**src/rv_settings.svh**
```systemverilog
`ifndef RV_SETTINGS_SVH
`define RV_SETTINGS_SVH

`define RV_XLEN          32
`define RV_NREG          32

`define RV_OP_LOAD       7'b0000011
`define RV_OP_STORE      7'b0100011
`define RV_OP_BRANCH     7'b1100011
`define RV_OP_JAL        7'b1101111
`define RV_OP_JALR       7'b1100111
`define RV_OP_OPIMM      7'b0010011
`define RV_OP_OP         7'b0110011
`define RV_OP_LUI        7'b0110111
`define RV_OP_AUIPC      7'b0010111

`define RV_FUNCT7_MULDIV 7'b0000001

`endif

```
**src/rv_pkg.sv**
```systemverilog
`include "rv_settings.svh"

package rv_pkg;

    typedef logic [`RV_XLEN-1:0] word_t;

    typedef enum logic [3:0] {
        ALU_ADD,
        ALU_SUB,
        ALU_AND,
        ALU_OR,
        ALU_XOR,
        ALU_SLL,
        ALU_SRL,
        ALU_SRA,
        ALU_SLT,
        ALU_SLTU,
        ALU_MUL,
        ALU_MULH,
        ALU_MULHSU,
        ALU_MULHU,
        ALU_PASSB                                        // lui
    } alu_op_e;

    typedef enum logic [2:0] {
        BR_NONE, BR_EQ, BR_NE, BR_LT, BR_GE, BR_LTU, BR_GEU, BR_ALWAYS
    } br_cond_e;

    typedef enum logic [1:0] {
        WB_ALU, WB_LOAD, WB_DIV, WB_PC4
    } wb_src_e;

    typedef enum logic [1:0] {
        SZ_B, SZ_H, SZ_W                                 // same code as funct3[1:0]
    } mem_size_e;

    typedef struct packed {
        logic [4:0] rs1;
        logic [4:0] rs2;
        logic [4:0] rd;
        alu_op_e    alu_op;
        br_cond_e   br_cond;
        wb_src_e    wb_src;
        logic       reg_write;
        logic       use_imm;                             // operand b is the immediate
        logic       use_pc;                              // operand a is the pc
        logic       mem_read;
        logic       mem_write;
        mem_size_e  mem_size;
        logic       mem_unsigned;
        logic       div_start;
        logic       div_signed;
        logic       div_rem;                             // remainder, not quotient
        logic       jalr;
    } ctrl_t;

    typedef struct packed {
        logic       cyc;
        logic       stb;
        logic       we;
        word_t      adr;
        word_t      dat;
        logic [3:0] sel;
    } wb_req_t;

    typedef struct packed {
        word_t dat;
        logic  ack;
    } wb_rsp_t;

endpackage

```
**src/rv_alu.sv**
```systemverilog
module rv_alu
    import rv_pkg::*;
(
    input  alu_op_e  i_op,
    input  br_cond_e i_cond,
    input  word_t    i_a,
    input  word_t    i_b,
    input  word_t    i_rs1,
    input  word_t    i_rs2,
    output word_t    o_result,
    output logic     o_taken
);
    logic               a_sgn, b_sgn;
    logic signed [32:0] a_m, b_m;
    logic signed [65:0] prod;
    logic               eq, lt, ltu;

    // one 33x33 signed multiplier covers all four forms
    assign a_sgn = (i_op == ALU_MULH) || (i_op == ALU_MULHSU);
    assign b_sgn = (i_op == ALU_MULH);
    assign a_m   = {a_sgn & i_a[31], i_a};
    assign b_m   = {b_sgn & i_b[31], i_b};
    assign prod  = a_m * b_m;

    always_comb begin
        case (i_op)
            ALU_SUB:    o_result = i_a - i_b;
            ALU_AND:    o_result = i_a & i_b;
            ALU_OR:     o_result = i_a | i_b;
            ALU_XOR:    o_result = i_a ^ i_b;
            ALU_SLL:    o_result = i_a << i_b[4:0];
            ALU_SRL:    o_result = i_a >> i_b[4:0];
            ALU_SRA:    o_result = $signed(i_a) >>> i_b[4:0];
            ALU_SLT:    o_result = {31'd0, $signed(i_a) < $signed(i_b)};
            ALU_SLTU:   o_result = {31'd0, i_a < i_b};
            ALU_MUL:    o_result = prod[31:0];
            ALU_MULH,
            ALU_MULHSU,
            ALU_MULHU:  o_result = prod[63:32];      // upper half
            ALU_PASSB:  o_result = i_b;
            default:    o_result = i_a + i_b;        // add, also addresses and targets
        endcase
    end

    // compare on the raw source registers, not the selected operands
    assign eq  = (i_rs1 == i_rs2);
    assign lt  = $signed(i_rs1) < $signed(i_rs2);
    assign ltu = i_rs1 < i_rs2;

    always_comb begin
        case (i_cond)
            BR_EQ:     o_taken = eq;
            BR_NE:     o_taken = ~eq;
            BR_LT:     o_taken = lt;
            BR_GE:     o_taken = ~lt;
            BR_LTU:    o_taken = ltu;
            BR_GEU:    o_taken = ~ltu;
            BR_ALWAYS: o_taken = 1'b1;
            default:   o_taken = 1'b0;
        endcase
    end

endmodule

```
**config.mk**
```make
export PLATFORM = sky130hd
export DESIGN_NAME = rv_alu
export DESIGN_NICKNAME = d
export VERILOG_FILES = /design/src/rv_pkg.sv /design/src/rv_alu.sv
export VERILOG_INCLUDE_DIRS = /design/src
export SDC_FILE = /design/constraint.sdc
export NUM_CORES = 2
export LEC_CHECK = 0
export BUFFER_PORTS_ARGS = -buffer_cell sky130_fd_sc_hd__buf_4
export CAP_MARGIN = 25
export CORE_MARGIN = 4
export CORE_UTILIZATION = 43
export DETAILED_ROUTE_END_ITERATION = 8
export SETUP_SLACK_MARGIN = 0.15
export SLEW_MARGIN = 20
export SYNTH_ARGS = -nofsm -noshare
export SYNTH_HDL_FRONTEND = slang
export SYNTH_SLANG_ARGS = --single-unit
```
**constraint.sdc**
```tcl
create_clock -name vclk -period 26.2
set_input_delay 5.24 -clock vclk [all_inputs]
set_output_delay 5.24 -clock vclk [all_outputs]
set_load 0.02 [all_outputs]
```
Word level (Yosys, flattened, before mapping)
Cells that the tools add are included.
Storage, ports and cells
  word-level logic and storage cells: 44
  input port bits: 135
  output and inout bits: 33
  register bits after elaboration: 0
Operators by class
  multipliers: 1
  equal/unequal tests: 22
  shifts and indexed selects: 3
  add/subtract/negate cells: 2
  bitwise gates (word level): 8
  mux-type cells: 2
  magnitude comparators: 4
  reduce and logical (&&, ||, !) cells: 2
Operators with widths (count)
  $pmux 32 s12: 1
  $lt 32x32->1: 4
  $mul 33x33->64: 1
  $add 32x32->32: 1
  $and 32x32->32: 1
  $eq 32x32->1: 1
  $or 32x32->32: 1
  $shl 32x5->32: 1
  $shr 32x5->32: 1
  $sshr 32x5->32: 1
  $sub 32x32->32: 1
  $xor 32x32->32: 1
  $eq 4x4->1 const B: 7
  $eq 4x3->1 const B: 4
  $eq 3x3->1 const B: 4
  $eq 4x2->1 const B: 2
  $pmux 1 s7: 1
  $eq 3x2->1 const B: 2
  $eq 4x1->1 const B: 1
  $eq 3x1->1 const B: 1
  $not 1->1: 3
  $reduce_or 3->1: 1
  $and 1x1->1: 2
  $logic_or 1x1->1: 1

Logic depth before layout (Yosys ltp)
  word-level depth: 5
  mapped depth: 34
  gate-level depth less buffers: 30

Least setup slack after synthesis
No wires, ideal clock.
  path type: input to output
  start point: input port i_op[2]
  end point: output port o_result[27]
  cell stages on the path: 31
  arrival time: 13.896 ns
  data required time: 20.960 ns
  setup slack: 7.064 ns
  buffers on the path: 5
  path through: clkbuf_1 -> and3b_1 -> clkbuf_1 -> o21ai_1 -> nor2_1 -> clkbuf_1 -> buf_1 -> nand2_1 -> fa_1 -> fa_1 -> inv_1 -> fa_1 -> inv_1 -> fa_1 -> inv_1 -> fa_1 -> fa_1 -> fa_1 -> inv_1 -> fa_1 -> inv_1 -> ha_1 -> clkbuf_1 -> and3_1 -> nand4_1 -> nor2_1 -> nor4bb_1 -> a21oi_1 -> o31ai_1 -> xor2_1 -> o21ai_0
On the way
  longest elaborated chain between the ends: 5
  elaborated cells between the ends (all ways): 20
  classes of those cells: 1 x mul; 14 x eq/ne; 1 x mux; 2 x bitwise; 2 x reduce/logical
RTL lines
  start, declared: RTL line rv_alu.sv:4  | input alu_op_e i_op,
  $eq 4x4->1 (on tied branches): RTL line rv_alu.sv:19, rv_alu.sv:20, rv_alu.sv:26
  $logic_or 1x1->1: RTL line rv_alu.sv:19  | assign a_sgn = (i_op == ALU_MULH) || (i_op == ALU_MULHSU);
  $and 1x1->1: RTL line rv_alu.sv:21  | assign a_m = {a_sgn & i_a[31], i_a};
  $mul 33x33->64: RTL line rv_alu.sv:23  | assign prod = a_m * b_m;
  $pmux 32 s12 *: RTL line rv_alu.sv:26  | case (i_op)
  end, declared: RTL line rv_alu.sv:10  | output word_t o_result,
Every way passes the cells marked *; elsewhere a longest branch is shown, timed or not.

Final worst setup path
  start point: input port i_b[2]
  end point: output port o_result[18]
On the way
  longest elaborated chain between the ends: 2
  elaborated cells between the ends (all ways): 7
  classes of those cells: 2 x add/sub; 1 x mul; 3 x shift; 1 x mux
RTL lines
  start, declared: RTL line rv_alu.sv:7  | input word_t i_b,
  $mul 33x33->64, or another cell as far along: RTL line rv_alu.sv:23
  $pmux 32 s12 *: RTL line rv_alu.sv:26
Marked as above.

==> metrics.yaml <==
synthXorXnorAreaFrac: 0.01836
synth_compound_area_frac: 0.1014
routed_wl_um: 200800
hold_ws_ps: 10950
fp.dieW_um: 339.4
status: "complete, no violations"
synthTopCellsByCount: "inv_1, fa_1, nand2_1"
max_cap_viol_count: 0
start_kind: "primary input"
drc_errors: 0
max-slew-margin-rel: 0.2067
viasPerCell: 5.858
placementRows: 121
cts_resized: 0
synth.most_common_cell: "inv_1"
syn_area_per_cell_um2: 8.315
crit_arrival_ps: 15520
synthAdderAreaFrac: 0.5680
synth_area_um2: 47240
synth_top_family_by_area: "adder cells"
syn_inst: 5681
grt_overflow: 0
crit_slowest_cell: "o21ai_0"
synth_simple_gate_area_frac: 0.1398
coreArea_um2: 109000
min_period_over_period: 0.7925
die_area_um2: 115200
cp_common_cell: "fa_1"
synth.largest_area_cell: "fa_1"
synth.distinct_cells: 90
ctsHoldBuffers: 0
die_h_um: 339.4
routedWlPerCell_um: 28.75
n_fill_cell: 10990
synth.net_count: 7284
ios: 168
ant_nets: 0
area_growth_pct: 4.635
fin_util: 0.4534
synthTopCellsByArea: "fa_1, inv_1, ha_1"
vias: 40900
grt_pass1_vias: 42440
end_kind: "output pin"
grt_usage: 0.3464
grt_antenna_before_repair: 17
port_buffers: 168
seq_cell_count: 0
ys_warn_count: 0
drv_slew: 0
drt_iter0_markers: 4360
worstMarginPinSlew_ps: 1178
n_clock_buffer: 0
layout-drive-gt1-share: 0.06181
path_max_fanout: 46
crit_required_ps: 20960
synth_mux_area_frac: 0.03714
grt_max_degree: 54
synth.top_cell.area_share: 0.4776
worstSetupPathType: "in2out"
fin_cells: 6982
rsz0062_at_grt: "false"
setup_viol_count_final: 0
ys_seq_area_frac: 0
grt_pass1_wl_um: 293600
fmax_ghz: 0.04816
first_pass_iters: 6
place.gp.congestion: 1.066
slowest_delay_ps: 760
hp-class: "in2out"
seq_area_um2: 0
setup-tns-final_ps: 0
dp_hpwl_um: 158200
start_util: 0.4333
dp.cells: 6979
period_minus_slack_ps: 20760
hold_viol_final: 0
postCtsSetupRepairBufs: 0
fin_nets: 7170
[area by class of cell]
| cell class | instances | area, um^2 | share of cell area |
|---|---|---|---|
| Multi-Input combinational cell | 3998 | 40870 | 0.8270 |
| Tap cell | 1414 | 1769 | 0.03579 |
| Timing Repair Buffer | 233 | 1767 | 0.03574 |
| Inverter | 1334 | 5009 | 0.1013 |
| Antenna cell | 3 | 7.507 | 0.0001519 |
[critical path: cells and delay by family]
family / cells / cell delay (ps)
buffers and inverters: 9 / 1860
adder cells (fa/ha/maj): 9 / 4390
AO/OA/AOI/OAI: 9 / 3400
multiplexers: 1 / 450
AND/OR/NAND/NOR: 1 / 120
[stage by stage]
step / setup WS, ps / instance area [um^2]
2_1_floorplan: 7064 / 47240
6_report: 5436 / 49430
3_3_place_gp: 5320 / 49370
5_1_grt: 5193 / 49420
3_5_place_dp: 5726 / 49420
4_1_cts: 5695 / 49420
[per-layer routing]
metal  up-vias  part of all wire  track usage
met4        18             0.064       0.1667
met3       503             0.084      0.05574
li1      17060                 -            -
met2      2050              0.46       0.5623
met5         -           0.00053            0
met1     21270              0.39       0.4539
[kinds of logic after synthesis]
kind of cell,Yosys count
buf+inv,1683
simple gates,1617
fa+ha+maj,1468
compound gates,714
mux,100
xor+xnor,99
[placed cells by master, fill, tap and decap left out, types with 10 or more instances in the layout]
cell,n
inv_1,1306
xnor2_1,69
a31oi_1,22
mux2i_1,38
xor2_1,30
o211ai_1,31
a21o_1,64
a21oi_1,186
a221oi_1,37
fa_1,1127
o22ai_1,24
inv_2,10
o21bai_1,15
nand2_1,861
nand4_1,34
a221o_1,14
o21a_1,11
o21ai_0,135
o2111ai_1,11
a211oi_1,28
nand3_1,42
nor3_1,36
ha_1,341
nand2b_1,22
a22oi_1,21
nor2_1,522
or3_1,19
clkinv_1,17
mux4_2,60
nor2b_1,18
buf_4,231
o221ai_1,13
o31ai_1,13
[final timing paths]
kind / start / endpoint / slack (ps) / depth (start not counted)
worst min-delay path: i_cond[2] / o_taken / 10950 / 5
worst max-delay path: i_b[2] / o_result[18] / 5440 / 29
