$ cat config.mk
export PLATFORM = sky130hd
export DESIGN_NAME = rv_divider
export DESIGN_NICKNAME = d
export VERILOG_FILES = /design/src/rv_pkg.sv /design/src/rv_divider.sv
export VERILOG_INCLUDE_DIRS = /design/src
export SDC_FILE = /design/constraint.sdc
export NUM_CORES = 1
export LEC_CHECK = 0
export BUFFER_PORTS_ARGS = -buffer_cell sky130_fd_sc_hd__buf_2
export CORE_UTILIZATION = 65
export DETAILED_ROUTE_END_ITERATION = 10
export PLACE_DENSITY = 0.95
export SYNTH_ARGS = -nofsm -noshare
export SYNTH_HDL_FRONTEND = slang
export SYNTH_SLANG_ARGS = --single-unit
$ cat constraint.sdc
create_clock -name clk -period 8.5 [get_ports clk]
set_clock_uncertainty 0.05 [all_clocks]
set_input_delay 0.85 -clock clk [delete_from_list [all_inputs] [get_ports clk]]
set_output_delay 0.85 -clock clk [all_outputs]
set_load 0.01 [all_outputs]
$ cat src/rv_settings.svh
`ifndef RV_SETTINGS_SVH
`define RV_SETTINGS_SVH

`define RV_XLEN          32
`define RV_NREG          32

`define RV_OP_LOAD       7'b0000011
`define RV_OP_STORE      7'b0100011
`define RV_OP_BRANCH     7'b1100011
`define RV_OP_JAL        7'b1101111
`define RV_OP_JALR       7'b1100111
`define RV_OP_OPIMM      7'b0010011
`define RV_OP_OP         7'b0110011
`define RV_OP_LUI        7'b0110111
`define RV_OP_AUIPC      7'b0010111

`define RV_FUNCT7_MULDIV 7'b0000001

`endif

$ cat src/rv_pkg.sv
`include "rv_settings.svh"

package rv_pkg;

    typedef logic [`RV_XLEN-1:0] word_t;

    typedef enum logic [3:0] {
        ALU_ADD,
        ALU_SUB,
        ALU_AND,
        ALU_OR,
        ALU_XOR,
        ALU_SLL,
        ALU_SRL,
        ALU_SRA,
        ALU_SLT,
        ALU_SLTU,
        ALU_MUL,
        ALU_MULH,
        ALU_MULHSU,
        ALU_MULHU,
        ALU_PASSB                                        // lui
    } alu_op_e;

    typedef enum logic [2:0] {
        BR_NONE, BR_EQ, BR_NE, BR_LT, BR_GE, BR_LTU, BR_GEU, BR_ALWAYS
    } br_cond_e;

    typedef enum logic [1:0] {
        WB_ALU, WB_LOAD, WB_DIV, WB_PC4
    } wb_src_e;

    typedef enum logic [1:0] {
        SZ_B, SZ_H, SZ_W                                 // same code as funct3[1:0]
    } mem_size_e;

    typedef struct packed {
        logic [4:0] rs1;
        logic [4:0] rs2;
        logic [4:0] rd;
        alu_op_e    alu_op;
        br_cond_e   br_cond;
        wb_src_e    wb_src;
        logic       reg_write;
        logic       use_imm;                             // operand b is the immediate
        logic       use_pc;                              // operand a is the pc
        logic       mem_read;
        logic       mem_write;
        mem_size_e  mem_size;
        logic       mem_unsigned;
        logic       div_start;
        logic       div_signed;
        logic       div_rem;                             // remainder, not quotient
        logic       jalr;
    } ctrl_t;

    typedef struct packed {
        logic       cyc;
        logic       stb;
        logic       we;
        word_t      adr;
        word_t      dat;
        logic [3:0] sel;
    } wb_req_t;

    typedef struct packed {
        word_t dat;
        logic  ack;
    } wb_rsp_t;

endpackage

$ cat src/rv_divider.sv
module rv_divider
    import rv_pkg::*;
(
    input  logic  clk,
    input  logic  clrn,
    input  logic  i_start,
    input  logic  i_signed,
    input  logic  i_rem,
    input  word_t i_dividend,
    input  word_t i_divisor,
    output logic  o_busy,
    output word_t o_result
);
    typedef enum logic [1:0] {DV_IDLE, DV_RUN, DV_DONE} dv_state_e;

    dv_state_e   state;
    logic [4:0]  step;
    word_t       quo, rem, dvs;
    logic        neg_q, neg_r, want_rem;
    logic        load;
    logic [32:0] trial;

    assign load   = (state != DV_RUN) && i_start;
    assign o_busy = (state == DV_RUN) || load;
    assign trial  = {rem, quo[31]} - {1'b0, dvs};       // shift in next dividend bit

    always_ff @(posedge clk or negedge clrn) begin
        if (!clrn) begin
            state <= DV_IDLE;
            step  <= '0;
        end else if (load) begin
            state <= DV_RUN;
            step  <= '0;
        end else if (state == DV_RUN) begin
            step <= step + 5'd1;
            if (step == 5'd31) begin
                state <= DV_DONE;                        // result valid for one cycle
            end
        end else begin
            state <= DV_IDLE;
        end
    end

    always_ff @(posedge clk) begin
        if (load) begin
            quo      <= (i_signed && i_dividend[31]) ? -i_dividend : i_dividend;
            dvs      <= (i_signed && i_divisor[31]) ? -i_divisor : i_divisor;
            rem      <= '0;
            neg_q    <= i_signed && (i_dividend[31] ^ i_divisor[31]) && (i_divisor != '0);
            neg_r    <= i_signed && i_dividend[31];  // remainder takes dividend sign
            want_rem <= i_rem;
        end else if (state == DV_RUN) begin
            if (!trial[32]) begin
                rem <= trial[31:0];
                quo <= {quo[30:0], 1'b1};
            end else begin
                rem <= {rem[30:0], quo[31]};         // restore
                quo <= {quo[30:0], 1'b0};
            end
        end
    end

    // divide by zero falls out as all ones and the dividend
    assign o_result = want_rem ? (neg_r ? -rem : rem) : (neg_q ? -quo : quo);

endmodule

[After elaboration in Yosys (flattened, before gate mapping)]
Cells that the tools add are included.
Widths: inputs -> output; s select.
Storage, ports and cells
  register bits: 106
  input bits: 69
  output and inout port bits: 33
Cells by class
  add/subtract/negate cells: 6
  equal/unequal tests: 4
  mux-type cells: 14
  bitwise operators: 1
  reductions and logical operators: 8
Operators by type and width (number)
  $mux 32: 8
  $neg 32->32: 4
  $sub 33x32->33: 1
  $reduce_bool 32->1: 1
  $mux 5: 2
  $mux 2: 3
  $add 5x1->5 const B: 1
  $eq 5x5->1 const B: 1
  $logic_and 1x1->1: 5
  $ne 3x3->1 const B: 1
  $eq 2x1->1 const B: 1
  $ne 2x1->1 const B: 1
  $reduce_bool 2->1: 1
  $logic_or 1x1->1: 1
  $mux 1: 1
  $xor 1x1->1: 1

[Logic depth before layout (Yosys ltp)]
  depth in word-level cells: 4
  gate-level depth with buffers: 13

[Worst setup path after synthesis]
No wires, ideal clock.
  path kind: register to output
  start point: reg quo[9]
  end point: out o_result[17]
  data arrival time: 2.511 ns
  required time: 7.600 ns
  path slack: 5.089 ns
  cell stages (with the launch flop): 9
  cells stage by stage: edfxtp_1 or3_1 or3_1 or3_1 or2_2 o41ai_1 xnor2_1 nor2_1 a21oi_1
Between the ends
  word-level cells in the longest chain between the ends: 3
Ends and longest elaborated chain
  from (decl): line rv_divider.sv:18  | word_t quo, rem, dvs;
  from (signal assigned): line rv_divider.sv:46  | quo <= (i_signed && i_dividend[31]) ? -i_dividend : i_dividend;
  from (signal assigned): line rv_divider.sv:55  | quo <= {quo[30:0], 1'b1};
  from (signal assigned): line rv_divider.sv:58  | quo <= {quo[30:0], 1'b0};
  $neg 32->32: line rv_divider.sv:64  | assign o_result = want_rem ? (neg_r ? -rem : rem) : (neg_q ? -quo : quo);
  $mux 32 (2 in a row): line rv_divider.sv:64
  to (decl): line rv_divider.sv:12  | output word_t o_result
Every way passes these cells.

[Worst setup path in the final report]
  start point: reg rem[6]
  end point: out o_result[21]
Between the ends
  word-level cells in the longest chain between the ends: 3
Ends and longest elaborated chain
  from (decl): line rv_divider.sv:18
  from (signal assigned): line rv_divider.sv:54  | rem <= trial[31:0];
  from (signal assigned): line rv_divider.sv:57  | rem <= {rem[30:0], quo[31]};
  $neg 32->32: line rv_divider.sv:64
  $mux 32 (2 in a row): line rv_divider.sv:64
Every way passes these cells.

==> impl_metrics.yaml <==
outcome:
  outcome: "complete, no violations"
timing:
  setup_viol: 0
  fin_crit_sh_pct: 51.28
  layout_setup_ws_ns: 4.141
  finalSetupTns_ns: 0
  hold_violations: 0
  grt_setup_unrepaired: "false"
  max_freq_mhz: 229.4
  slew_headroom_pct: 26.12
  drv_slew: 0
  tightest_slew_ns: 1.108
  finalCriticalPeriod_ns: 4.359
floorplanning:
  floorplan.io_pins: 102
  fp.coreArea_um2: 12770
  die-area_um2: 13730
  initial_core_util_pct: 67.51
  fp.dieW_um: 117.2
  die_height_um: 117.2
  num_rows: 41
yosys:
  ys_warn_count: 0
  synth-main-ff-cell: "edfxtp_1"
  synthCells: 1027
  synth_nets: 1135
  ys_seq_area_share_pct: 32.79
  syn_area_per_cell_um2: 8.397
  async_flop_share_pct: 6.604
  synth_edf_count: 67
  mappedNetlistArea_um2: 8623
  ys_ff_latch: 106
  synth_cell_types: 64
placed_design:
  pre_cts_ws_ns: 4.625
  hpwl_um: 16920
  portBuffers: 101
  place.gp.congestion: 0.9923
  dpl.cell_count: 1268
  placed_cell_area_um2: 9218
route:
  ant_nets: 0
  routed_wl_um: 22740
  via_count: 8263
  wl_per_cell_um: 17.71
  drc: 0
  firstDrtPassIters: 8
  vias_per_cell: 6.435
  drt_iter0_drc: 1082
flow_run:
  maxCapViolCount: 0
power_and_ir_drop:
  leakage_nw: 3.912
  total_power_mw: 3.284
  p_per_area_nw_per_um2: 345.1
  irDropWorstVdd_mv: 0.1394
global_route:
  grt-ovfl-total: 0
  grtUsageTotal_pct: 33.66
  grt_pass1_wl_um: 35400
  grt_antenna_before_repair: 0
  grt_max_degree: 100
  first_global_vias: 7335
clock_network:
  cts_setup_buffers: 0
  cts.sinks: 106
  cts.htree.levels: 3
  cts-root-buf: "clkbuf_16"
  clock_path_buffers: 2
  path_clk_slew_ns: 0.07
  cts_tree: "done"
  cts_buffers: 9
  clock_latency_ns: 0.37
  cts.repair.resized: 0
  cts-hold-fix-buffers: 0
worst_hold_path:
  min_path_type: "in2async"
layout:
  final_nets: 1215
  fin_area_um2: 9514
  antenna_cells: 0
  stdcell_count: 1284
  drive_above_1_share_pct: 12.77
  area_growth_pct: 10.33
worst_setup_path:
  startpoint_type: "flop"
  arrival_ns: 3.46
  end_kind: "output pin"
  path_class: "reg2out"
  reg2reg_depth: 13
  reg2reg_slack_ns: 4.75
  critPathRequiredTime_ns: 7.60
  worst-path-max-fanout: 8
-- worst max-delay path, cell delays in order, from the launching register on --
cell and delay [ns]:
dfxtp_1 0.39, or4_1 0.61, nor4_1 0.40, nor4b_2 0.38
nand2b_1 0.13, or2_2 0.35, o31ai_2 0.22, xnor2_1 0.15
nand2_1 0.09, o21ai_0 0.17, buf_2 0.20
-- flip-flops by register name, summed over array words and instances (netlist names) --
signal,flops
state,2
want_rem,1
step,5
neg_q,1
quo,32
rem,32
neg_r,1
dvs,32
-- cell usage after synthesis, drive strengths merged, types with 18 or more instances --
library cell    n  area (um^2)
nor2          102        390.4
mux2i          30        300.3
inv            50        187.7
nand2          99        374.1
edfxtp         67         2012
ha             38        475.5
o31ai          27        207.7
a21oi         100        500.5
xor2           77        674.4
clkbuf         29        108.9
o21ai          91        455.4
nor4           18        133.9
dfxtp          32        640.6
xnor2          68        595.6
-- placed cells by master (no fill, tap or decap), drive strengths merged, types with 14 or more instances in the layout --
| master | n |
|---|---|
| xnor2 | 68 |
| nor2 | 102 |
| a21oi | 100 |
| nand2 | 99 |
| ha | 38 |
| o21ai | 91 |
| nor4 | 18 |
| buf | 107 |
| edfxtp | 67 |
| xor2 | 77 |
| inv | 50 |
| dfxtp | 32 |
| nand3b | 14 |
| nor3 | 17 |
| o31ai | 27 |
| mux2i | 30 |
-- cell type report --
| type | count | area, um^2 |
|---|---|---|
| multi-input cells | 833 | 5436 |
| fillers | 904 | 3259 |
| flip-flops and latches | 106 | 2828 |
| repair buffers | 107 | 550.5 |
| clock buffers | 10 | 229.0 |
| well taps | 172 | 215.2 |
| inverters | 50 | 187.7 |
| clock inverters | 6 | 67.56 |
-- metal layers --
layer / global-route usage (%) / vias up / part of all wire [%]
met3: 5.922 / 88 / 9.9
li1: - / 3845 / -
met4: 16.20 / 0 / 4.3
met2: 55.29 / 507 / 46
met1: 43.04 / 3823 / 40
met5: 0 / - / 0
-- kinds of logic after synthesis --
logic type               count (synthesis)  share of synthesized area, %
AND/OR/NAND/NOR                        331                         19.02
adder cells (fa/ha/maj)                 39                         5.746
XOR/XNOR                               145                         14.73
flip-flops                             106                         32.79
buffers and inverters                   88                         4.193
AO/OA/AOI/OAI                          287                         19.91
multiplexers                            31                         3.613
-- worst paths after layout --
| check | from | end |
|---|---|---|
| min in group clk | step[3]$_DFFE_PN0P_ | step[3]$_DFFE_PN0P_ |
| hold reg to reg | step[3]$_DFFE_PN0P_ | step[3]$_DFFE_PN0P_ |
| setup reg to reg | quo[31]$_DFFE_PP_ | rem[0]$_SDFFE_PP0P_ |
| setup / recovery | rem[6]$_SDFFE_PP0P_ | o_result[21] |
| max in group asynchronous | clrn | step[4]$_DFFE_PN0P_ |
| hold / removal | clrn | step[3]$_DFFE_PN0P_ |
-- metrics by stage --
stage | util, % | hold WS (ns)
floorplan | - | 0.3929
global placement | 72.16 | 0.4156
detailed placement | 72.16 | 0.4337
CTS | 74.48 | 0.2602
global route | 74.48 | 0.2619
finish | 74.48 | 0.2515
-- power by group --
group / leakage, nW / total (mW) / internal (mW) / switching (mW)
sequential: 0.999 / 1.11 / 0.792 / 0.314
combinational: 2.77 / 1.75 / 0.761 / 0.990
clock: 0.140 / 0.427 / 0.229 / 0.198
total: 3.91 / 3.28 / 1.78 / 1.50
(Power assumes the default switching activity.)
