## src/rv_settings.svh

```systemverilog
`ifndef RV_SETTINGS_SVH
`define RV_SETTINGS_SVH

`define RV_XLEN          32
`define RV_NREG          32

`define RV_OP_LOAD       7'b0000011
`define RV_OP_STORE      7'b0100011
`define RV_OP_BRANCH     7'b1100011
`define RV_OP_JAL        7'b1101111
`define RV_OP_JALR       7'b1100111
`define RV_OP_OPIMM      7'b0010011
`define RV_OP_OP         7'b0110011
`define RV_OP_LUI        7'b0110111
`define RV_OP_AUIPC      7'b0010111

`define RV_FUNCT7_MULDIV 7'b0000001

`endif

```

## src/rv_pkg.sv

```systemverilog
`include "rv_settings.svh"

package rv_pkg;

    typedef logic [`RV_XLEN-1:0] word_t;

    typedef enum logic [3:0] {
        ALU_ADD,
        ALU_SUB,
        ALU_AND,
        ALU_OR,
        ALU_XOR,
        ALU_SLL,
        ALU_SRL,
        ALU_SRA,
        ALU_SLT,
        ALU_SLTU,
        ALU_MUL,
        ALU_MULH,
        ALU_MULHSU,
        ALU_MULHU,
        ALU_PASSB                                        // lui
    } alu_op_e;

    typedef enum logic [2:0] {
        BR_NONE, BR_EQ, BR_NE, BR_LT, BR_GE, BR_LTU, BR_GEU, BR_ALWAYS
    } br_cond_e;

    typedef enum logic [1:0] {
        WB_ALU, WB_LOAD, WB_DIV, WB_PC4
    } wb_src_e;

    typedef enum logic [1:0] {
        SZ_B, SZ_H, SZ_W                                 // same code as funct3[1:0]
    } mem_size_e;

    typedef struct packed {
        logic [4:0] rs1;
        logic [4:0] rs2;
        logic [4:0] rd;
        alu_op_e    alu_op;
        br_cond_e   br_cond;
        wb_src_e    wb_src;
        logic       reg_write;
        logic       use_imm;                             // operand b is the immediate
        logic       use_pc;                              // operand a is the pc
        logic       mem_read;
        logic       mem_write;
        mem_size_e  mem_size;
        logic       mem_unsigned;
        logic       div_start;
        logic       div_signed;
        logic       div_rem;                             // remainder, not quotient
        logic       jalr;
    } ctrl_t;

    typedef struct packed {
        logic       cyc;
        logic       stb;
        logic       we;
        word_t      adr;
        word_t      dat;
        logic [3:0] sel;
    } wb_req_t;

    typedef struct packed {
        word_t dat;
        logic  ack;
    } wb_rsp_t;

endpackage

```

## src/rv_lsu.sv

```systemverilog
module rv_lsu
    import rv_pkg::*;
(
    input  logic       clk,
    input  logic       clrn,
    input  logic       i_read,
    input  logic       i_write,
    input  logic       i_unsigned,
    input  logic [1:0] i_size,
    input  word_t      i_addr,
    input  word_t      i_wdata,
    output wb_req_t    o_wb,
    input  wb_rsp_t    i_wb,
    output logic       o_busy,
    output word_t      o_rdata
);
    logic       gap;                                     // idle cycle after ack
    logic       active;
    logic [3:0] sel;
    word_t      lanes;
    logic [4:0] lane_sh;
    word_t      lane;

    assign active = (i_read || i_write) && !gap;
    assign o_busy = (i_read || i_write) && !(active && i_wb.ack);

    always_ff @(posedge clk or negedge clrn) begin
        if (!clrn) begin
            gap <= 1'b0;
        end else begin
            gap <= active && i_wb.ack;
        end
    end

    // byte lane steering for stores
    always_comb begin
        case (i_size)
            SZ_B: begin
                sel   = 4'b0001 << i_addr[1:0];
                lanes = {4{i_wdata[7:0]}};
            end
            SZ_H: begin
                sel   = 4'b0011 << {i_addr[1], 1'b0};
                lanes = {2{i_wdata[15:0]}};
            end
            default: begin
                sel   = 4'b1111;
                lanes = i_wdata;
            end
        endcase
    end

    always_comb begin
        o_wb.cyc = active;
        o_wb.stb = active;
        o_wb.we  = i_write;
        o_wb.adr = {i_addr[31:2], 2'b00};                // word address, lanes by sel
        o_wb.dat = lanes;
        o_wb.sel = sel;
    end

    assign lane_sh = (i_size == SZ_H) ? {i_addr[1], 4'b0000} : {i_addr[1:0], 3'b000};
    assign lane    = i_wb.dat >> lane_sh;

    always_comb begin
        case (i_size)
            SZ_B:    o_rdata = {{24{lane[7] & ~i_unsigned}}, lane[7:0]};
            SZ_H:    o_rdata = {{16{lane[15] & ~i_unsigned}}, lane[15:0]};
            default: o_rdata = i_wb.dat;
        endcase
    end

endmodule

```

## config.mk

```make
export PLATFORM = sky130hd
export DESIGN_NAME = rv_lsu
export DESIGN_NICKNAME = d
export VERILOG_FILES = /design/src/rv_pkg.sv /design/src/rv_lsu.sv
export VERILOG_INCLUDE_DIRS = /design/src
export SDC_FILE = /design/constraint.sdc
export NUM_CORES = 1
export LEC_CHECK = 0
export BUFFER_PORTS_ARGS = -buffer_cell sky130_fd_sc_hd__buf_2
export CORE_AREA = 5 5 76 78
export DETAILED_ROUTE_END_ITERATION = 8
export DIE_AREA = 0 0 81 83
export GPL_ROUTABILITY_DRIVEN = 0
export PLACE_DENSITY = 0.87
export RECOVER_POWER = 50
export SYNTH_ARGS = -nofsm -noshare
export SYNTH_HDL_FRONTEND = slang
export SYNTH_SLANG_ARGS = --single-unit
```

## constraint.sdc

```tcl
create_clock -name clk -period 1.5 [get_ports clk]
set_clock_uncertainty 0.05 [all_clocks]
set_input_delay 0.15 -clock clk [delete_from_list [all_inputs] [get_ports clk]]
set_output_delay 0.15 -clock clk [all_outputs]
set_load 0.01 [all_outputs]
```

After elaboration in Yosys (flattened, before gate mapping)

Index checks and enable logic that the tools add are counted.

Reductions and logical operators: 7
Shifts and indexed selects: 3
Bitwise gates (word level): 3
Mux-type cells: 4
Equal/unequal tests: 1

Operators with widths:

| kind                | count |
|---|---|
| $pmux 32 s2         | 2 |
| $shr 32x5->16       | 1 |
| $pmux 4 s2          | 1 |
| $mux 4              | 1 |
| $shl 1x2->4 const A | 1 |
| $shl 2x2->4 const A | 1 |
| $logic_and 1x1->1   | 3 |
| $and 1x1->1         | 2 |
| $eq 2x1->1 const B  | 1 |
| $logic_not 1->1     | 2 |
| $logic_not 2->1     | 1 |
| $logic_or 1x1->1    | 1 |
| $not 1->1           | 1 |

Flip-flop bits (word level): 1
Input port bits: 104
Logic and storage cells: 19
Output and inout port bits: 104

Depth between registers and ports, before layout

Word-level depth: 5
Gate-level depth with buffers: 6
Mapped depth without buffers: 4

Least setup slack after synthesis

Ideal clock, no wire load.

Kind: input-to-output
From: in i_size[0]
To: out o_rdata[0]
Required time: 1.300 ns
Data arrival time: 1.278 ns
Buffers on the path: 2
Cell stages on the path: 6
Path slack: 0.022 ns
Path through: buf_2 nand2b_1 buf_2 a21oi_1 o21ai_0 a21oi_1

Cells in the longest elaborated chain, start to end: 4
Elaborated cells on any way between the ends: 5
Classes of those cells: eq/ne: 1; shift: 1; mux: 2; reduce/logical: 1

RTL lines:

| what            | line                       | text |
|---|---|---|
| start, declared | rv_lsu.sv:9                | `input logic [1:0] i_size,` |
| $eq 2x1->1      | rv_lsu.sv:62, rv_lsu.sv:66 |  |
| $mux 4          | rv_lsu.sv:62               | `assign lane_sh = (i_size == SZ_H) ? {i_addr[1], 4'b0000} : {i_addr[1:0], 3'b000};` |
| $shr 32x5->16   | rv_lsu.sv:63               | `assign lane = i_wb.dat >> lane_sh;` |
| $pmux 32 s2 *   | rv_lsu.sv:66               | `case (i_size)` |
| end, declared   | rv_lsu.sv:15               | `output word_t o_rdata` |

Mark *: on every way between the ends. The rest lies on a longest branch, timed or not.

Worst setup path in the final report

From: in i_addr[1]
To: out o_rdata[24]

Cells in the longest elaborated chain, start to end: 3
Elaborated cells on any way between the ends: 4
Classes of those cells: shift: 1; mux: 1; bitwise: 2

RTL lines:

| what                           | line                       | text |
|---|---|---|
| start, declared                | rv_lsu.sv:10               | `input word_t i_addr,` |
| $shr 32x5->16 *                | rv_lsu.sv:63               |  |
| $and 1x1->1 (on tied branches) | rv_lsu.sv:68, rv_lsu.sv:67 |  |
| $pmux 32 s2 *                  | rv_lsu.sv:66               |  |

Marks and branches as above.

==> reports/summary.txt <==
Largest net degree at the start of global routing = 32
Critical path fanouts, max = 8
RSZ-0062 raised after global routing = true
Synth Warn # = 0
Drt total wl = 6860 µm
Total vias in the final route = 1,911
Vias/cell = 4.93
Nets = 424
Mapped Cells = 204
VDD IR-drop max = 170 µV
Hold WS = 250 ps
Drt first pass iters = 4
Sw Ratio = 47.4%
Layout cells sized above 1 = 63.5%
Post-synthesis compound-gate area fraction = 23.4%
Main combinational cell family by area after synthesis = buffers and inverters
I/O Pins = 208
Adder-cell share of the synthesized area = 0%
Crit Path Class = in2out
Failing checks = setup timing
TNS Setup = -1390 ps
Startpoint Class = input pin
Total power = 0.869 mW
Seq/Total Area, Yosys = 1.81%
Core box area = 0.00501 mm²
Top flop regs = gap (1)
Arrival time worst endpoint = 1370 ps
Post-layout util = 46.3%
Outcome = finished with violations
GRT overflow = 0
ANT cells = 0
Final worst slack = -74.1 ps
DR DRC count = 0
Xor/xnor share of the synthesized area = 0%
Final setup fails = 24
Port Buffer Count = 145
Max reg flops = 1
Tcrit/Tclk final = 105%
CP Capture Type = primary output
Starting DRT DRC Count = 71
Synth Area in Simple Gates = 19.5%
First-pass GRT wire length = 9480 µm
Layout area overhead = 67.7%
Placement Rows = 26
Clock share of power = 0%
Pins Over Slew Limit = 0
Placed instance area = 0.00202 mm²
Initial Utilization = 27.6%
Tmin final = 1570 ps
Share of power burned in combinational logic = 96.5%
DP HPWL = 5290 µm
P_leak = 1.26 nW
Max cap viols = 0
Pint = 0.457 mW
Antenna Nets Post-Route = 0
Unique masters post-synth = 25
Die ar. = 0.00672 mm²
Max Fclk = 0.635 GHz
WL/cell = 17.7 µm
Final Hold Viols = 0
Die width = 81 µm
Mux contribution to synthesized area = 25.5%
Sequential cell fraction of total power = 3.5%
Vias in the first global route = 1,917
PwrDens = 375 mW/mm²
NetSw = 0.412 mW
Synthesized flop and latch total = 1
Hold Crit Class = in2out
Die H = 83 µm
WP data required = 1300 ps
Post-Layout Inst Area = 0.00232 mm²
Post-synthesis cell area = 0.00138 mm²
Initial antenna violation count = 0
Syn_area_per_cell = 6.78 µm²
Clk Latency, worst-skew pair = 0 ps
Tot GR Track Use = 17.3%
Top reg by flops = gap
[layer usage]
metal,vias up,track usage [%],wire [µm]
met1,849,16.9,2340
met4,0,2.61,72
met5,-,0,0
met2,134,35.8,3750
li1,918,-,-
met3,10,4.00,697
[Yosys cell counts]
cell type / number / area, µm²
o21ai_0: 16 / 80.1
or4_1: 7 / 52.6
nor3_1: 3 / 15.0
o21bai_1: 2 / 15.0
o211a_1: 1 / 10.0
conb_1: 1 / 3.75
mux2i_1: 15 / 150
buf_2: 7 / 35.0
inv_1: 3 / 11.3
nor2_1: 5 / 18.8
a21o_1: 2 / 15.0
nand2b_1: 2 / 12.5
a21oi_1: 9 / 45.0
nor3b_1: 1 / 7.51
nand2_1: 42 / 158
dfrtp_1: 1 / 25.0
a221o_1: 8 / 80.1
clkbuf_1: 7 / 26.3
nor2_2: 1 / 6.26
buf_4: 43 / 323
mux2_1: 1 / 11.3
mux2_2: 17 / 191
o22a_1: 1 / 8.76
a22o_1: 8 / 70.1
buf_6: 1 / 11.3
[critical path, stage by stage]
cell,delay (ps)
buf_8,100
mux2_4,210
nor3_2,40
or4_4,520
buf_8,180
nand2_1,50
buf_2,120
[kinds of logic (layout without fill, tap and decap cells)]
| kind of cell | after synthesis | count (layout) |
|---|---|---|
| AOI/OAI and AO/OA | 47 | 47 |
| buffers and inverters | 61 | 174 |
| DFF | 1 | 1 |
| muxes | 33 | 33 |
| other | 1 | 2 |
| and+or+nand+nor | 61 | 61 |
[power by group through the flow]
stage | Combinational [mW] | Sequential (mW) | Clock (mW)
after floorplan | 0.452 | 0.0306 | 0
after global placement | 0.703 | 0.0308 | 0
after detailed placement | 0.719 | 0.0310 | 0
after CTS | 0.788 | 0.0308 | 0
after global routing | 0.899 | 0.0314 | 0
final | 0.838 | 0.0308 | 0
[stage by stage]
| stage | std cells | setup slack, ps |
|---|---|---|
| finish | 388 | -74.1 |
| global route | 388 | -94.8 |
| floorplan | 205 | 22.4 |
| detailed placement | 384 | -185 |
| CTS | 386 | -90.5 |
| global placement | 384 | -140 |
[timing repair]
action                     in CTS  in global routing
pin swaps                       6                  4
setup endpoints to repair      31                 31
setup buffers                   0                  2
cloned                          1                  1
hold endpoints to repair        1                  0
hold buffers                    1                  0
gates resized for setup        37                 30
[layout make-up]
class                      instances  area (µm²)
fill                             510        2690
timing repair buffer             171        1110
multi-input combinational        143        1080
tap                               70        87.6
sequential                         1        25.0
inverter                           3        11.3
[cell usage in the layout (no fill, tap or decap), drive strengths merged]
| cell type | synthesis | final |
|---|---|---|
| o211a | 1 | 1 |
| conb | 1 | 2 |
| a21o | 2 | 2 |
| nand2b | 2 | 2 |
| o22a | 1 | 1 |
| a21oi | 9 | 9 |
| nor3 | 3 | 3 |
| a22o | 8 | 8 |
| mux2 | 18 | 18 |
| nor2 | 6 | 6 |
| a221o | 8 | 8 |
| dlygate4sd3 | 0 | 1 |
| or4 | 7 | 7 |
| o21ai | 16 | 16 |
| dfrtp | 1 | 1 |
| inv | 3 | 3 |
| o21bai | 2 | 2 |
| mux2i | 15 | 15 |
| nand2 | 42 | 42 |
| buf | 51 | 161 |
| clkbuf | 7 | 9 |
| nor3b | 1 | 1 |
[path summary, 6_finish.rpt]
check                                from     endpoint  slack [ps]  cells past startpoint
worst max register to register        gap          gap         800                      1
worst min register to register        gap          gap         400                      1
min in group asynchronous            clrn          gap         460                      2
worst min-delay path            i_addr[9]     o_wb[45]         250                      0
max in group asynchronous            clrn          gap         850                      2
worst max-delay path            i_addr[1]  o_rdata[24]         -70                      7
Note: power is estimated with default switching activity, not from simulation.
