--- src/rv_settings.svh ---
`ifndef RV_SETTINGS_SVH
`define RV_SETTINGS_SVH

`define RV_XLEN          32
`define RV_NREG          32

`define RV_OP_LOAD       7'b0000011
`define RV_OP_STORE      7'b0100011
`define RV_OP_BRANCH     7'b1100011
`define RV_OP_JAL        7'b1101111
`define RV_OP_JALR       7'b1100111
`define RV_OP_OPIMM      7'b0010011
`define RV_OP_OP         7'b0110011
`define RV_OP_LUI        7'b0110111
`define RV_OP_AUIPC      7'b0010111

`define RV_FUNCT7_MULDIV 7'b0000001

`endif

--- src/rv_pkg.sv ---
`include "rv_settings.svh"

package rv_pkg;

    typedef logic [`RV_XLEN-1:0] word_t;

    typedef enum logic [3:0] {
        ALU_ADD,
        ALU_SUB,
        ALU_AND,
        ALU_OR,
        ALU_XOR,
        ALU_SLL,
        ALU_SRL,
        ALU_SRA,
        ALU_SLT,
        ALU_SLTU,
        ALU_MUL,
        ALU_MULH,
        ALU_MULHSU,
        ALU_MULHU,
        ALU_PASSB                                        // lui
    } alu_op_e;

    typedef enum logic [2:0] {
        BR_NONE, BR_EQ, BR_NE, BR_LT, BR_GE, BR_LTU, BR_GEU, BR_ALWAYS
    } br_cond_e;

    typedef enum logic [1:0] {
        WB_ALU, WB_LOAD, WB_DIV, WB_PC4
    } wb_src_e;

    typedef enum logic [1:0] {
        SZ_B, SZ_H, SZ_W                                 // same code as funct3[1:0]
    } mem_size_e;

    typedef struct packed {
        logic [4:0] rs1;
        logic [4:0] rs2;
        logic [4:0] rd;
        alu_op_e    alu_op;
        br_cond_e   br_cond;
        wb_src_e    wb_src;
        logic       reg_write;
        logic       use_imm;                             // operand b is the immediate
        logic       use_pc;                              // operand a is the pc
        logic       mem_read;
        logic       mem_write;
        mem_size_e  mem_size;
        logic       mem_unsigned;
        logic       div_start;
        logic       div_signed;
        logic       div_rem;                             // remainder, not quotient
        logic       jalr;
    } ctrl_t;

    typedef struct packed {
        logic       cyc;
        logic       stb;
        logic       we;
        word_t      adr;
        word_t      dat;
        logic [3:0] sel;
    } wb_req_t;

    typedef struct packed {
        word_t dat;
        logic  ack;
    } wb_rsp_t;

endpackage

--- src/rv_regfile.sv ---
`include "rv_settings.svh"

module rv_regfile
    import rv_pkg::*;
(
    input  logic       clk,
    input  logic       clrn,
    input  logic [4:0] i_rs1,
    input  logic [4:0] i_rs2,
    input  logic [4:0] i_rd,
    input  logic       i_we,
    input  word_t      i_wdata,
    output word_t      o_rdata1,
    output word_t      o_rdata2
);
    word_t regs [1:`RV_NREG-1];                          // x0 has no storage

    assign o_rdata1 = (i_rs1 == 5'd0) ? '0 : regs[i_rs1];
    assign o_rdata2 = (i_rs2 == 5'd0) ? '0 : regs[i_rs2];

    always_ff @(posedge clk or negedge clrn) begin
        if (!clrn) begin
            for (int i = 1; i < `RV_NREG; i++) begin
                regs[i] <= '0;
            end
        end else if (i_we && i_rd != 5'd0) begin
            regs[i_rd] <= i_wdata;
        end
    end

endmodule

--- config.mk ---
export PLATFORM = sky130hd
export DESIGN_NAME = rv_regfile
export DESIGN_NICKNAME = d
export VERILOG_FILES = /design/src/rv_pkg.sv /design/src/rv_regfile.sv
export VERILOG_INCLUDE_DIRS = /design/src
export SDC_FILE = /design/constraint.sdc
export NUM_CORES = 2
export LEC_CHECK = 0
export BUFFER_PORTS_ARGS = -buffer_cell sky130_fd_sc_hd__buf_2
export CORE_ASPECT_RATIO = 1.4
export CORE_UTILIZATION = 25
export CTS_CLUSTER_DIAMETER = 150
export CTS_CLUSTER_SIZE = 40
export DETAILED_ROUTE_END_ITERATION = 8
export GPL_TIMING_DRIVEN = 0
export PLACE_DENSITY = 0.44
export SLEW_MARGIN = 25
export SYNTH_ARGS = -nofsm -noshare
export SYNTH_HDL_FRONTEND = slang
export SYNTH_SLANG_ARGS = --single-unit
--- constraint.sdc ---
create_clock -name clk -period 2.1 [get_ports clk]
set_input_delay 0.42 -clock clk [delete_from_list [all_inputs] [get_ports clk]]
set_output_delay 0.42 -clock clk [all_outputs]
set_load 0.01 [all_outputs]
### Word-level counts from Yosys, hierarchy flattened

Cells that the tools add are included.

| operators by class | value |
|---|---|
| magnitude comparators | 4 |
| bitwise gates (word level) | 3 |
| multiplexer cells | 11 |
| reductions and logical operators | 5 |

Operators by type and width:

| operator | number |
|---|---|
| $bwmux W992 | 1 |
| $bmux W32 S5 | 2 |
| $mux W32 | 7 |
| $demux W32 S5 | 1 |
| $ge A6 B6 Y1 const B | 3 |
| $not A5 Y6 | 3 |
| $logic_not A5 Y1 | 2 |
| $lt A6 B1 Y1 const B | 1 |
| $reduce_bool A5 Y1 | 1 |
| $logic_and A1 B1 Y1 | 2 |

| storage, ports and cells | value |
|---|---|
| logic and storage cells | 54 |
| bits in registers | 992 |
| output and inout bits | 64 |
| input port bits | 50 |

### Depth between registers and ports, before layout

| depth | value |
|---|---|
| depth in word-level cells | 6 |
| depth in mapped cells | 9 |
| depth with buffers taken out | 4 |

### Worst setup path before layout

Ideal clock, no wire load.

| timing | value |
|---|---|
| path type | input to output |
| start point | in i_rs2[1] |
| end point | out o_rdata2[13] |
| buffers on the path | 4 |
| data required time | 1.680 ns |
| stages on the path | 8 |
| arrival time | 1.832 ns |
| slack | -0.152 ns |
| cells stage by stage | buf_6 -> buf_6 -> or2_1 -> buf_6 -> buf_2 -> o22ai_1 -> nor3_1 -> nor4_1 |

| on the way | value |
|---|---|
| cells in the longest elaborated chain, start to end | 5 |
| elaborated cells between the ends (all ways) | 6 |
| classes of those cells | mux (4); bitwise (1); reduce/logical (1) |

Ends and longest elaborated chain:

| element | RTL line | RTL |
|---|---|---|
| from (decl) | rv_regfile.sv:9 | `input logic [4:0] i_rs2,` |
| $not A5 Y6 (implied by the code) | rv_regfile.sv:19 | `assign o_rdata2 = (i_rs2 == 5'd0) ? '0 : regs[i_rs2];` |
| $bmux W32 S5 | rv_regfile.sv:19 |  |
| $mux W32 (implied by the code) (2 in series) | rv_regfile.sv:19 |  |
| $mux W32 * | rv_regfile.sv:19 |  |
| to (decl) | rv_regfile.sv:14 | `output word_t o_rdata2` |

Mark *: on every way between the ends. The rest lies on a longest branch, timed or not. The select of a mux whose other input is x is not followed.

### Final worst setup path

| timing | value |
|---|---|
| start point | reg regs[525] (netlist bit) |
| end point | out o_rdata1[13] |

| on the way | value |
|---|---|
| cells in the longest elaborated chain, start to end | 4 |

Ends and longest elaborated chain:

| element | RTL line | RTL |
|---|---|---|
| from (decl) | rv_regfile.sv:16 | `` word_t regs [1:`RV_NREG-1]; `` |
| from (signal, indexed assignment) | rv_regfile.sv:27 | `regs[i_rd] <= i_wdata;` |
| $bmux W32 S5 | rv_regfile.sv:18 | `assign o_rdata1 = (i_rs1 == 5'd0) ? '0 : regs[i_rs1];` |
| $mux W32 (implied by the code) (2 in series) | rv_regfile.sv:18 |  |
| $mux W32 | rv_regfile.sv:18 |  |
| to (decl) | rv_regfile.sv:13 | `output word_t o_rdata1,` |

No other way between the ends. The select of a mux whose other input is x is not followed.

==> impl_metrics.env <==
export IMPL_hold_violations=79
export IMPL_setup_viol=64
export IMPL_cts_tree="done"
export IMPL_regMostFlops="regs"
export IMPL_yosysSeqAreaShare=0.463
export IMPL_antenna_left=0
export IMPL_syn_nets=4102
export IMPL_tightest_slew_ns=1.13
export IMPL_rr_worst_depth=2
export IMPL_synth_async_reset_ratio=1.00
export IMPL_coreArea_um2=213000
export IMPL_setup_worst_path_end_class="primary output"
export IMPL_portBuffers=109
export IMPL_yosysWarnings=0
export IMPL_fmax_ghz=0.328
export IMPL_ir_drop_v=0.000896
export IMPL_drv_cap=0
export IMPL_syn_area_per_cell_um2=13.2
export IMPL_drt_total_wl_um=219000
export IMPL_htreeDepth=1
export IMPL_gr_usage_all_layers=0.198
export IMPL_skew_ns=0
export IMPL_total_power_mw=49.9
export IMPL_grt_max_degree=114
export IMPL_initial_core_util=0.252
export IMPL_clock_latency_ns=0.75
export IMPL_drc=0
export IMPL_relSlewSlack=0.246
export IMPL_setup_worst_path_class="flop to primary output"
export IMPL_yosys_area_top_type="dfrtp_1"
export IMPL_n_fill_cell=21700
export IMPL_required_ns=1.68
export IMPL_ys_flop_type="dfrtp_1"
export IMPL_slew_violations=0
export IMPL_die_area_um2=216000
export IMPL_finish_utilization=0.302
export IMPL_hold_buffers=9
export IMPL_clockBufferDepth=3
export IMPL_die_x_um=394
export IMPL_synth_compound_area_share=0.0667
export IMPL_dr_pass1_iters=7
export IMPL_drt_wirelength_per_cell_um=30.8
export IMPL_viasPerCell=5.19
export IMPL_min_period_ns=3.05
export IMPL_yosys_top_cells_area="dfrtp_1 (46%), mux2_2 (22%), mux2i_1 (12%), mux4_2 (5.4%), o22ai_1 (3.0%)"
export IMPL_power_leakage_nw=27.3
export IMPL_io_pins=114
export IMPL_synth_cell_types=39
export IMPL_antenna_found_initial=28
export IMPL_setup_slack_ns=-0.948
export IMPL_yosys_area_share_xor_xnor=0
export IMPL_path_clk_slew_ns=0.17
export IMPL_gp_congestion=0.859
export IMPL_nNetsFinal=4316
export IMPL_synth_fa_ha_area_frac=0
export IMPL_start_kind="flop"
export IMPL_synth_seq_cells=992
export IMPL_reg_top3="regs (992)"
export IMPL_synth_most_common_cell="mux2_2"
export IMPL_p_per_area_nw_per_um2=777
export IMPL_synth_top_area_share=0.463
export IMPL_place_hpwl_um=160000
export IMPL_netlist_instances=4052
export IMPL_syn_to_final_growth_pct=19.7
export IMPL_grt_overflow=0
export IMPL_dieHeight_um=550
export IMPL_synth_edff_count=0
export IMPL_root_buffer="clkbuf_16"
export IMPL_drive_gt1_frac=0.501
export IMPL_status="finished with violations"
export IMPL_hp_class="input port to asynchronous set/reset pin"
export IMPL_drtIter0Drc=2775
export IMPL_synth_top_family_by_area="multiplexers"
export IMPL_numCtsBuffers=30
export IMPL_worstPathArrival_ns=2.63
export IMPL_largest_register_ffs=992
export IMPL_num_vias=37000
export IMPL_grt_pass1_vias=38500
export IMPL_fp_row_count=200
export IMPL_path_max_fanout=2
export IMPL_yosys_top_cells_count="mux2_2 (1,037), dfrtp_1 (992), mux2i_1 (641)"
export IMPL_rsz0062_at_grt="true"
export IMPL_synth_simple_area_share=0.0324
export IMPL_hold_worst_slack_ns=-0.418
export IMPL_min_period_over_period=1.45
export IMPL_cts_sinks=992
export IMPL_syn_area_um2=53600
export IMPL_grt_pass1_wl_um=307000
export IMPL_violations="negative hold slack, negative setup slack"
export IMPL_synth_mux_area_frac=0.395
==> per-layer routing <==
metal,wire length (µm),share of wire,vias up,track usage
met1,93900,0.43,20000,0.257
met2,106000,0.48,929,0.335
met3,9350,0.043,240,0.0222
li1,-,-,15800,-
met4,10100,0.046,18,0.0791
met5,126,0.00057,-,0
==> cell families (layout without fill, tap and decap cells) <==
family / Yosys count / in the layout
muxes: 1826 / 1826
DFF: 992 / 992
AOI/OAI and AO/OA: 509 / 509
buffers and inverters: 426 / 653
and+or+nand+nor: 299 / 299
other: 0 / 9
==> metrics by stage <==
step           hold slack [ns]  worst slack [ns]  std cells  TNS, ns  cell area [µm²]
2_1_floorplan            0.124           -0.0761       4052    -1.18            54000
3_5_place_dp             0.405             -2.20       6998  -716.71            58300
5_1_grt                 -0.427             -1.02       7110   -51.58            64200
6_report                -0.418            -0.948       7116   -48.72            64200
3_3_place_gp             0.482            -22.97       6989        -            58100
4_1_cts                 -0.433            -0.973       7089   -51.03            63700
==> worst max-delay path, cell delays in order (launching register included) <==
cell     delay (ns)
dfrtp_1        0.44
mux4_2         0.49
a22o_4         0.29
a31oi_4        0.35
nor3_4         0.13
buf_2          0.17
==> report_power, final <==
| group | switching [mW] | total [mW] | internal, mW | leakage (nW) |
|---|---|---|---|---|
| sequential | 2.87 | 25.7 | 22.8 | 12.7 |
| clock | 6.64 | 9.60 | 2.96 | 0.456 |
| combinational | 7.20 | 14.6 | 7.42 | 14.2 |
| total | 16.7 | 49.9 | 33.2 | 27.3 |
==> placed cells by master, fill, tap and decap left out, types with 63 or more instances in the layout <==
master / synthesis / layout
mux4_2: 129 / 129
clkbuf_1: 183 / 106
buf_2: 130 / 200
o22ai_1: 256 / 163
buf_4: 75 / 85
dfrtp_1: 992 / 992
mux2_2: 1037 / 1036
buf_6: 18 / 74
o22ai_2: 0 / 79
nor3_1: 161 / 63
a221o_1: 63 / 63
mux2i_1: 641 / 635
==> layout make-up <==
type                    instances  area, µm²  share of cell area
flip-flops and latches        992      24800               0.387
multi-input cells            2634      30100               0.468
plain buffers                 424       3250              0.0507
repair buffers                184       1570              0.0245
diodes                          9       22.5            0.000351
clock inverters                11        151             0.00236
well taps                    2828       3540              0.0551
clock buffers                  34        796              0.0124
==> final timing paths <==
kind	startpoint	endpoint	slack, ns
min	clrn	regs[824]$_DFFE_PN0P_	-0.42
min reg2reg	regs[632]$_DFFE_PN0P_	regs[632]$_DFFE_PN0P_	0.53
max reg2reg	regs[665]$_DFFE_PN0P_	regs[665]$_DFFE_PN0P_	1.18
max	regs[525]$_DFFE_PN0P_	o_rdata1[13]	-0.95
min in group clk	i_wdata[25]	regs[89]$_DFFE_PN0P_	0.04
max in group asynchronous	clrn	regs[399]$_DFFE_PN0P_	0.36
==> repair_timing <==
action,CTS,global route
gates resized for setup,792,91
pin swaps,149,53
hold endpoints to repair,88,79
cloned,3,2
setup endpoints to repair,288,281
buffers inserted,36,20
Power figures use the tool's default switching activity.
